[src/rtl/core_defines.svh]
// -------------------------------------------------------------------------
// global widths and reset constants of the core memory stage
// include in packages and modules that size data or load the CSR window
// -------------------------------------------------------------------------
`ifndef CORE_DEFINES_SVH
`define CORE_DEFINES_SVH

// data and address width
`define CORE_XLEN 32

// register file index width
`define CORE_REG_W 5

// -------------------------------------------------------------------------
// non-cacheable window after reset
// an address is uncached when (addr & mask) == base
// -------------------------------------------------------------------------

// top 256 MiB region at 0xF000_0000 holds the peripherals
`define CORE_NC_BASE_RST 32'hF000_0000

// compare only the top nibble
`define CORE_NC_MASK_RST 32'hF000_0000

`endif

[src/rtl/core_mem_pkg.sv]
// -------------------------------------------------------------------------
// memory-side types: access opcodes, sizes, the L1D request/response pair
// and the decoded access handed from decode to execute and result
// -------------------------------------------------------------------------
`default_nettype none

`include "core_defines.svh"

package core_mem_pkg;

	// access opcode
	typedef enum logic [1:0] {
		MEM_NONE  = 2'd0,
		MEM_LOAD  = 2'd1,
		MEM_STORE = 2'd2
	} mem_op_e;

	// access size, same code as funct3[1:0]
	typedef enum logic [1:0] {
		SIZE_BYTE = 2'd0,
		SIZE_HALF = 2'd1,
		SIZE_WORD = 2'd2
	} mem_size_e;

	// request towards the data cache, paired with l1d_req_valid
	typedef struct packed {
		mem_op_e               op;
		mem_size_e             size;
		logic                  uncached;
		logic [`CORE_XLEN-1:0] addr;
		logic [`CORE_XLEN-1:0] wdata;
	} l1d_req_t;

	// ready completes the access, rdata is the full aligned word
	typedef struct packed {
		logic                  ready;
		logic [`CORE_XLEN-1:0] rdata;
	} l1d_rsp_t;

	// decoded access
	typedef struct packed {
		mem_op_e               op;
		mem_size_e             size;
		logic                  uncached;
		logic [1:0]            lane;
		logic                  misalign;
		logic [`CORE_XLEN-1:0] addr;
	} acc_t;

endpackage

`default_nettype wire

[src/rtl/core_pipe_pkg.sv]
// -------------------------------------------------------------------------
// pipeline-side types of the memory stage: the instruction coming from
// execute, the writeback entry and the hazard forward
// -------------------------------------------------------------------------
`default_nettype none

`include "core_defines.svh"

package core_pipe_pkg;

	// writeback value source
	typedef enum logic [1:0] {
		WB_ALU = 2'd0,
		WB_MEM = 2'd1,
		WB_PC4 = 2'd2,
		WB_IMM = 2'd3
	} wb_src_e;

	// load extension, encoded as the load funct3
	typedef enum logic [2:0] {
		LD_LB  = 3'd0,
		LD_LH  = 3'd1,
		LD_LW  = 3'd2,
		LD_LBU = 3'd4,
		LD_LHU = 3'd5
	} ld_ext_e;

	// instruction entering the stage
	// alu_result doubles as the access address
	typedef struct packed {
		logic                    valid;
		core_mem_pkg::mem_op_e   mem_op;
		core_mem_pkg::mem_size_e size;
		ld_ext_e                 ld_ext;
		wb_src_e                 wb_src;
		logic [`CORE_REG_W-1:0]  rd;
		logic                    we;
		logic [`CORE_XLEN-1:0]   alu_result;
		logic [`CORE_XLEN-1:0]   sx_imm;
		logic [`CORE_XLEN-1:0]   pc_4;
		logic [`CORE_XLEN-1:0]   store_data;
	} mem_in_t;

	// stage register towards writeback
	typedef struct packed {
		logic                   valid;
		logic [`CORE_REG_W-1:0] rd;
		logic                   we;
		logic                   misalign;
		logic [`CORE_XLEN-1:0]  value;
	} wb_t;

	// forward to the hazard unit for the execute bypass
	typedef struct packed {
		logic [`CORE_REG_W-1:0] rd;
		logic                   we;
		logic [`CORE_XLEN-1:0]  alu_result;
	} haz_fwd_t;

endpackage

`default_nettype wire

[src/rtl/mem_decode.sv]
// -------------------------------------------------------------------------
// memory stage decode: access class, byte lane, alignment check and the
// non-cacheable window compare; also drives the hazard forward
// -------------------------------------------------------------------------
`timescale 1ns/10ps
`default_nettype none

`include "core_defines.svh"

module mem_decode (
	input  core_pipe_pkg::mem_in_t  mem_in,
	input  logic [`CORE_XLEN-1:0]   csr_nc_base,
	input  logic [`CORE_XLEN-1:0]   csr_nc_mask,
	output core_mem_pkg::acc_t      acc,
	output core_pipe_pkg::haz_fwd_t haz_fwd
);
	import core_mem_pkg::*;

	logic [1:0] lane;
	logic       bad_align;

	assign lane = mem_in.alu_result[1:0];

	// halfword needs an even address, word needs lane 0
	always_comb begin
		case (mem_in.size)
			SIZE_HALF: bad_align = lane[0];
			SIZE_WORD: bad_align = (lane != 2'd0);
			default:   bad_align = 1'b0;
		endcase
	end

	always_comb begin
		acc.op       = mem_in.mem_op;
		acc.size     = mem_in.size;
		acc.addr     = mem_in.alu_result;
		acc.lane     = lane;
		// non-memory ops carry a don't-care size
		acc.misalign = (mem_in.mem_op != MEM_NONE) && bad_align;
		acc.uncached = (mem_in.alu_result & csr_nc_mask) == csr_nc_base;
	end

	// hazard forward
	// only a valid instruction may claim a write
	always_comb begin
		haz_fwd.rd         = mem_in.rd;
		haz_fwd.we         = mem_in.valid && mem_in.we;
		haz_fwd.alu_result = mem_in.alu_result;
	end

endmodule

`default_nettype wire

[src/rtl/mem_execute.sv]
// -------------------------------------------------------------------------
// memory stage access: store data bypass and lane replication, the L1D
// request with its hold under back-pressure, stall and the done pulse
// -------------------------------------------------------------------------
`timescale 1ns/10ps
`default_nettype none

`include "core_defines.svh"

module mem_execute (
	input  logic                   clk,
	input  logic                   rst,
	input  logic                   valid,
	input  core_mem_pkg::acc_t     acc,
	input  logic [`CORE_XLEN-1:0]  store_data,
	input  logic                   bp_sel,
	input  logic [`CORE_XLEN-1:0]  bp_data,
	input  logic                   kill,
	output core_mem_pkg::l1d_req_t l1d_req,
	output logic                   l1d_req_valid,
	input  core_mem_pkg::l1d_rsp_t l1d_rsp,
	output logic                   stall,
	output logic                   done,
	output logic [`CORE_XLEN-1:0]  load_word
);
	import core_mem_pkg::*;

	typedef enum logic {
		IDLE = 1'b0,
		WAIT = 1'b1
	} state_e;

	state_e                state;
	state_e                state_nxt;
	logic                  is_mem;
	logic [`CORE_XLEN-1:0] st_data;
	l1d_req_t              req_new;
	l1d_req_t              req_held;

	// aligned load or store that goes to the cache
	assign is_mem  = valid && (acc.op != MEM_NONE) && !acc.misalign;
	assign st_data = bp_sel ? bp_data : store_data;

	always_comb begin
		req_new.op       = acc.op;
		req_new.size     = acc.size;
		req_new.uncached = acc.uncached;
		req_new.addr     = acc.addr;
		// cache picks the lanes by addr and size
		case (acc.size)
			SIZE_BYTE: req_new.wdata = {4{st_data[7:0]}};
			SIZE_HALF: req_new.wdata = {2{st_data[15:0]}};
			default:   req_new.wdata = st_data;
		endcase
	end

	// ---------------------------------------------------------------------
	// request and handshake
	// ---------------------------------------------------------------------
	assign l1d_req_valid = is_mem && !kill;
	assign l1d_req       = (state == WAIT) ? req_held : req_new;
	assign stall         = l1d_req_valid && !l1d_rsp.ready;
	assign done          = valid && !kill && (!is_mem || l1d_rsp.ready);
	// rdata only means something in the ready cycle, with done
	assign load_word     = l1d_rsp.rdata;

	assign state_nxt = stall ? WAIT : IDLE;

	always_ff @(posedge clk) begin
		if (rst) begin
			state <= IDLE;
		end else begin
			state <= state_nxt;
		end
	end

	// freeze the first-cycle request, bypass data may move meanwhile
	always_ff @(posedge clk) begin
		if (state == IDLE && stall) begin
			req_held <= req_new;
		end
	end

endmodule

`default_nettype wire

[src/rtl/mem_result.sv]
// -------------------------------------------------------------------------
// memory stage result: load lane select and extension, writeback value
// select and the stage register towards writeback
// wb.valid pulses once per completed instruction
// -------------------------------------------------------------------------
`timescale 1ns/10ps
`default_nettype none

`include "core_defines.svh"

module mem_result (
	input  logic                   clk,
	input  logic                   rst,
	input  core_pipe_pkg::mem_in_t mem_in,
	input  core_mem_pkg::acc_t     acc,
	input  logic                   done,
	input  logic [`CORE_XLEN-1:0]  load_word,
	input  logic                   kill,
	output core_pipe_pkg::wb_t     wb
);
	import core_pipe_pkg::*;

	logic [`CORE_XLEN-1:0] ld_shift;
	logic [`CORE_XLEN-1:0] ld_val;
	logic [`CORE_XLEN-1:0] wb_val;

	// move the addressed lane down to bit 0
	assign ld_shift = load_word >> {acc.lane, 3'b000};

	always_comb begin
		case (mem_in.ld_ext)
			LD_LB:   ld_val = {{24{ld_shift[7]}}, ld_shift[7:0]};
			LD_LH:   ld_val = {{16{ld_shift[15]}}, ld_shift[15:0]};
			LD_LBU:  ld_val = {24'd0, ld_shift[7:0]};
			LD_LHU:  ld_val = {16'd0, ld_shift[15:0]};
			default: ld_val = ld_shift;
		endcase
	end

	always_comb begin
		case (mem_in.wb_src)
			WB_MEM:  wb_val = ld_val;
			WB_PC4:  wb_val = mem_in.pc_4;
			WB_IMM:  wb_val = mem_in.sx_imm;
			default: wb_val = mem_in.alu_result;
		endcase
	end

	// ---------------------------------------------------------------------
	// stage register
	// ---------------------------------------------------------------------
	always_ff @(posedge clk) begin
		if (done) begin
			wb.rd       <= mem_in.rd;
			wb.misalign <= acc.misalign;
			wb.value    <= wb_val;
		end
		// kill wins over a completing item
		if (rst || kill) begin
			wb.valid <= 1'b0;
			wb.we    <= 1'b0;
		end else begin
			wb.valid <= done;
			if (done) begin
				// faulting access never writes the register file
				wb.we <= mem_in.we && !acc.misalign;
			end
		end
	end

endmodule

`default_nettype wire

[src/rtl/mem_stage_top.sv]
// -------------------------------------------------------------------------
// memory stage of the RV32 pipeline: decode, access and result, with the
// sampled non-cacheable window; a new CSR window applies one cycle later
// -------------------------------------------------------------------------
`timescale 1ns/10ps
`default_nettype none

`include "core_defines.svh"

module mem_stage_top (
	input  logic                    clk,
	input  logic                    rst,
	input  core_pipe_pkg::mem_in_t  mem_in,
	input  logic                    kill,
	input  logic [`CORE_XLEN-1:0]   csr_nc_base,
	input  logic [`CORE_XLEN-1:0]   csr_nc_mask,
	input  logic                    bp_sel,
	input  logic [`CORE_XLEN-1:0]   bp_data,
	output core_mem_pkg::l1d_req_t  l1d_req,
	output logic                    l1d_req_valid,
	input  core_mem_pkg::l1d_rsp_t  l1d_rsp,
	output logic                    stall,
	output core_pipe_pkg::haz_fwd_t haz_fwd,
	output core_pipe_pkg::wb_t      wb
);
	import core_mem_pkg::*;

	logic [`CORE_XLEN-1:0] nc_base_q;
	logic [`CORE_XLEN-1:0] nc_mask_q;
	acc_t                  acc;
	logic                  done;
	logic [`CORE_XLEN-1:0] load_word;

	// local copy of the window, reset to the boot map
	always_ff @(posedge clk) begin
		if (rst) begin
			nc_base_q <= `CORE_NC_BASE_RST;
			nc_mask_q <= `CORE_NC_MASK_RST;
		end else begin
			nc_base_q <= csr_nc_base;
			nc_mask_q <= csr_nc_mask;
		end
	end

	mem_decode u_decode (
		.mem_in      (mem_in),
		.csr_nc_base (nc_base_q),
		.csr_nc_mask (nc_mask_q),
		.acc         (acc),
		.haz_fwd     (haz_fwd)
	);

	mem_execute u_execute (
		.clk           (clk),
		.rst           (rst),
		.valid         (mem_in.valid),
		.acc           (acc),
		.store_data    (mem_in.store_data),
		.bp_sel        (bp_sel),
		.bp_data       (bp_data),
		.kill          (kill),
		.l1d_req       (l1d_req),
		.l1d_req_valid (l1d_req_valid),
		.l1d_rsp       (l1d_rsp),
		.stall         (stall),
		.done          (done),
		.load_word     (load_word)
	);

	mem_result u_result (
		.clk       (clk),
		.rst       (rst),
		.mem_in    (mem_in),
		.acc       (acc),
		.done      (done),
		.load_word (load_word),
		.kill      (kill),
		.wb        (wb)
	);

endmodule

`default_nettype wire

[config.mk]
export PLATFORM = sky130hd
export DESIGN_NAME = mem_stage_top
export DESIGN_NICKNAME = d
export VERILOG_FILES = /design/src/rtl/core_mem_pkg.sv /design/src/rtl/core_pipe_pkg.sv /design/src/rtl/mem_decode.sv /design/src/rtl/mem_execute.sv /design/src/rtl/mem_result.sv /design/src/rtl/mem_stage_top.sv
export VERILOG_INCLUDE_DIRS = /design/src /design/src/rtl
export SDC_FILE = /design/constraint.sdc
export NUM_CORES = 1
export LEC_CHECK = 0
export BUFFER_PORTS_ARGS = -buffer_cell sky130_fd_sc_hd__buf_2
export CAP_MARGIN = 30
export CORE_AREA = 2 2 165 167
export CTS_CLUSTER_SIZE = 20
export DETAILED_ROUTE_END_ITERATION = 8
export DIE_AREA = 0 0 167 169
export GPL_ROUTABILITY_DRIVEN = 0
export PLACE_DENSITY = 0.67
export SYNTH_ARGS = -nofsm -noshare
export SYNTH_HDL_FRONTEND = slang
export SYNTH_SLANG_ARGS = --single-unit
export TNS_END_PERCENT = 1
[constraint.sdc]
create_clock -name clk -period 6.45 [get_ports clk]
set_input_delay 0.645 -clock clk [delete_from_list [all_inputs] [get_ports clk]]
set_output_delay 0.645 -clock clk [all_outputs]
set_load 0.02 [all_outputs]
# After elaboration in Yosys (flattened, before gate mapping)
# Index checks and enable logic that the tools add are counted.
[word_totals] input_bits=277 word_cells=52 mem_bits_rw=0 out_inout_bits=149 reg_bits=174 latchBits=0 memories=0 romBits=0
[classes] bitwise_logic=2 n_mux=7 n_shift=1 eq_ne=9 n_mul=0 reduce_logical=20 div=0 addsub=0 order_cmp=0
[ops] op="$pmux W32 S4" n=1
[ops] op="$pmux W32 S3" n=1
[ops] op="$mux W69" n=1
[ops] op="$pmux W32 S2" n=1
[ops] op="$and A32 B32 Y32" n=1
[ops] op="$eq A32 B32 Y1" n=1
[ops] op="$mux W32" n=1
[ops] op="$shr A32 B5 Y32" n=1
[ops] op="$logic_and A1 B1 Y1" n=10
[ops] op="$eq A2 B2 Y1 const B" n=3
[ops] op="$eq A3 B3 Y1 const B" n=2
[ops] op="$eq A2 B1 Y1 const B" n=2
[ops] op="$logic_not A1 Y1" n=4
[ops] op="$reduce_bool A2 Y1" n=2
[ops] op="$eq A3 B1 Y1 const B" n=1
[ops] op="$logic_not A3 Y1" n=1
[ops] op="$logic_not A2 Y1" n=1
[ops] op="$logic_or A1 B1 Y1" n=2
[ops] op="$pmux W1 S2" n=1
[ops] op="$mux W1" n=1
[ops] op="$not A1 Y1" n=1

# Logic depth before layout (Yosys ltp)
[logic_depth] depth_word=8 ltp_mapped=8 mapped_depth_nobuf=7

# Cells and area by module
# Synthesis repeated with hierarchy kept, for this count alone.
[unflattened] cells_unflattened=831 hier_area_um2=9659.3
[by_module_without_submodules] module="mem_execute" cells_per_inst=272 n_inst=1 area_per_inst_um2=4041.4 seq_area_each_um2=2092.0
[by_module_without_submodules] module="mem_result" cells_per_inst=256 n_inst=1 area_per_inst_um2=2681.3 seq_area_each_um2=1181.1
[by_module_without_submodules] module="mem_stage_top" cells_per_inst=135 n_inst=1 area_per_inst_um2=1725.4 seq_area_each_um2=1281.2
[by_module_without_submodules] module="mem_decode" cells_per_inst=168 n_inst=1 area_per_inst_um2=1211.2 seq_area_each_um2=0.0

# Least setup slack after synthesis
# No wires, ideal clock.
[synth_path] kind="input port to flip-flop" startpoint="in mem_in[96] in the netlist's numbering" endpoint="reg u_execute.req_held[0] in the netlist's numbering (enable)" n_path_buf=2 setup_ns=0.497 required_time_ns=5.953 slack_ns=1.743 arrival_time_ns=4.210 cell_stages=6 path_cell_list="buf_6 -> buf_12 -> o21ai_0 -> a21bo_2 -> nand3_1 -> nor2_1"
[synth_via] elab_chain_len=8
[synth_lines] element="start: declaration" line_no="mem_stage_top.sv:13" text="input core_pipe_pkg::mem_in_t mem_in,"
[synth_lines] element="$reduce_bool A2 Y1" line_no="mem_decode.sv:28" text="SIZE_WORD: bad_align = (lane != 2'd0);"
[synth_lines] element="$pmux W1 S2 (*)" line_no="mem_decode.sv:26" text="case (mem_in.size)"
[synth_lines] element="$logic_and A1 B1 Y1 (*)" line_no="mem_decode.sv:39" text="acc.misalign = (mem_in.mem_op != MEM_NONE) && bad_align;"
[synth_lines] element="$logic_not A1 Y1 (*)" line_no="mem_execute.sv:41" text="assign is_mem = valid && (acc.op != MEM_NONE) && !acc.misalign;"
[synth_lines] element="$logic_and A1 B1 Y1 (*)" line_no="mem_execute.sv:41"
[synth_lines] element="$logic_and A1 B1 Y1 (*)" line_no="mem_execute.sv:60" text="assign l1d_req_valid = is_mem && !kill;"
[synth_lines] element="$logic_and A1 B1 Y1 (*)" line_no="mem_execute.sv:62" text="assign stall = l1d_req_valid && !l1d_rsp.ready;"
[synth_lines] element="$logic_and A1 B1 Y1 (*)" line_no="mem_execute.sv:79" text="if (state == IDLE && stall) begin"
[synth_lines] element="end signal: assignment" line_no="mem_execute.sv:80" text="req_held <= req_new;"
[synth_lines] element="end: declaration" line_no="mem_execute.sv:38" text="l1d_req_t req_held;"
# Mark *: on every way between the ends. The rest lies on a longest branch, timed or not.
# A chain may end at the register's enable or synchronous reset.

==> run summary <==
CTS H-Tree Depth = 4
Area delta synth->final = 31.72%
GRT Total Usage = 21.48%
Largest net degree at the start of global routing = 73
Hold path startpoint = csr_nc_base[28]
VDD IR max = 0.1417 mV
Async set or reset register ratio after synthesis = 0%
WL met3 = 2421 µm
CP delay by family, top = buffers and inverters
Remaining DRCs = 0
Most common cell after layout, fill and taps aside = buf_2
Post-synthesis cell type count = 49
Detailed router's first-iteration violation count = 449
FF-to-FF End = u_execute.req_held[64]
Fill count = 2564
Core ar. = 26500 µm²
Total of warnings raised by yosys = 0
Clk slew on worst S/H paths = 80 ps
Number of synthesized flops with an enable pin = 107
DPL Wire Length = 24090 µm
Most frequent cells in the layout = buf_2, edfxtp_1, mux2_2, a21oi_1
First-pass GRT wire length = 45150 µm
Rows = 60
Hold buffers post-CTS = 0
Die outline width = 167 µm
Root Driver = clkbuf_16
R2R depth = 4
Cell Area, Synth = 8886 µm²
Vias in the first global route = 7441
Slew Viols, Final = 0
CTS tree = done
Post-Syn Instances = 763
Final setup fails = 0
Via Count = 7597
Most used cell, CP = buf_2
CP startpoint kind = input port
CP Class = input port to output port
Synth Net Count = 1043
Setup TNS = 0 ps
Ys flop type = edfxtp_1
WL met1 = 11950 µm
Grt ovf = 0
Maximum fanout along the worst path = 42
CP Data Arrival Time = 2510 ps
Die height = 169 µm
Drt total wl = 31800 µm
FF+latch count, synth = 174
Worst path slowest cell = buf_4
Sink Count = 174
Final Skew = 30.48 ps
Synth area leaders = edfxtp_1, dfxtp_1, mux2_2
Met2 wire len = 16480 µm
Post-synth top area share = 36.16%
Pwr Density = 244.7 nW/µm²
Clock Latency Late Sink = 440 ps
Part of the cycle the worst path needs = 48.85%
Dpl ws = 2867 ps
Die Area = 28220 µm²
Post-CTS resize count = 0
Initial Utilization = 33.53%
Total CTS buffers = 17
Outcome = complete, no violations
Max Cap Viol = 0
IO Count = 426
CP Cell Sequence = buf_2, buf_4, nand3_2, a211oi_2, nand4_1, nor4_2, mux2_1, buf_2
Setup ws final = 3299 ps
Top Metal Used = met5
Least-Margin Pin Slew = 912.5 ps
Antenna violations before repair = 18
IO buf count = 425
Hold Fails Final Rpt = 0
Vias per inst = 5.051
Final #Nets = 1415
Syn Area/Cell = 11.65 µm²
Reg2Reg Setup Slack = 4810 ps
Antenna viol nets, final = 0
RSZ-0062 raised after global routing = false
Post-CTS Setup Repair Bufs = 0
Clk buf depth = 2
Number of cells on the worst hold path = 2
Min cycle time layout = 3151 ps
R2R Path Start = nc_mask_q[12]
Layout cells sized above 1 = 49.91%
Hold Path Sink = nc_base_q[28]
Yosys top cell by area = edfxtp_1
Lkg Pwr = 0.005116 µW
Fmax = 0.3174 GHz
Slowest stage delay, CP = 460 ps
Drt first pass iters = 5
WP data required = 5800 ps
CP endpoint kind = output port
WL/cell = 21.14 µm
Sequential cell area fraction in the yosys report = 51.25%
Slew headroom = 39.17%
Hold Crit Class = input port to flip-flop
Worst Path Buf+Inv = 3
worst max-delay path by stage:
| stage | cells past startpoint | endpoint | slack (ps) | start |
|---|---|---|---|---|
| after floorplan | 6 | u_execute.req_held[0] | 1740 | mem_in[96] |
| after global placement | 7 | u_execute.req_held[37] | 3030 | mem_in[96] |
| after detailed placement | 7 | u_execute.req_held[5] | 2870 | mem_in[96] |
| after CTS | 8 | l1d_req[64] | 3270 | mem_in[96] |
| after global routing | 8 | l1d_req[64] | 3110 | mem_in[96] |
| final | 8 | l1d_req[64] | 3300 | mem_in[96] |
kinds of logic (layout without fill, tap and decap cells):
logic type               after synthesis  in the layout  synth area share [%]
AO/OA/AOI/OAI                        187            187                 13.74
flip-flops                           174            174                 51.25
AND/OR/NAND/NOR                      169            169                 11.29
multiplexers                         127            127                 16.78
buffers and inverters                103            488                 6.505
adder cells (fa/ha/maj)                3              3                0.4225
other                                  0             15                     0
registers in the layout, summed over array words and instances (netlist names):
register            flops
u_execute.req_held     69
nc_mask_q              32
u_execute.state         1
nc_base_q              32
u_result.wb            40
final cells by class:
| class | instances | area, µm² | area share, % |
|---|---|---|---|
| repair buffers | 435 | 2243 | 19.17 |
| clock inverters | 13 | 143.9 | 1.229 |
| diodes | 15 | 37.54 | 0.3207 |
| clock buffers | 19 | 454.2 | 3.880 |
| multi-input cells | 486 | 3762 | 32.14 |
| inverters | 21 | 78.83 | 0.6734 |
| flip-flops and latches | 174 | 4558 | 38.94 |
| well taps | 341 | 426.7 | 3.645 |
Yosys cell counts, types with 6 or more instances:
master,instances
a21o_1,8
a21boi_0,8
clkbuf_1,26
nor2b_1,66
mux2i_1,35
buf_4,40
nand2_1,22
a221o_1,8
o22a_1,24
inv_1,21
nor2_1,20
a22oi_1,6
and2b_1,7
o211ai_1,8
dfxtp_1,67
o21ai_0,26
nand3_1,8
and3b_1,8
buf_2,8
a21oi_1,70
or2_2,8
edfxtp_1,107
mux4_2,8
a211oi_1,20
and3_1,16
mux2_2,82
report_power, final:
part / switching [µW] / total (µW) / internal, µW / leakage, µW
combinational: 319 / 547 / 228 / 0.00329
sequential: 18.7 / 1260 / 1240 / 0.00153
clock: 514 / 1060 / 543 / 0.000294
worst register-to-register path: cells and delay by family, from the launching register on:
family / cells / cell delay [ps]
and+or+nand+nor: 2 / 540
AOI/OAI and AO/OA: 2 / 580
DFF: 1 / 320
stage by stage:
step	cells	instance area, µm²	util [%]	total power, µW	hold WS [ps]
detailed placement	1455	11030	41.62	1833	516.8
global route	1499	11690	44.12	2981	377.6
global placement	1453	11000	41.50	1825	504.9
finish	1504	11710	44.17	2864	393.1
floorplan	763	8886	-	1606	580.7
CTS	1487	11630	43.88	2904	370.5
per-layer routing:
| layer | vias up | GRT usage (%) |
|---|---|---|
| li1 | 3578 | - |
| met1 | 3609 | 23.67 |
| met2 | 366 | 38.59 |
| met3 | 38 | 6.032 |
| met4 | 6 | 9.520 |
| met5 | - | 0 |
(Power assumes the default switching activity.)
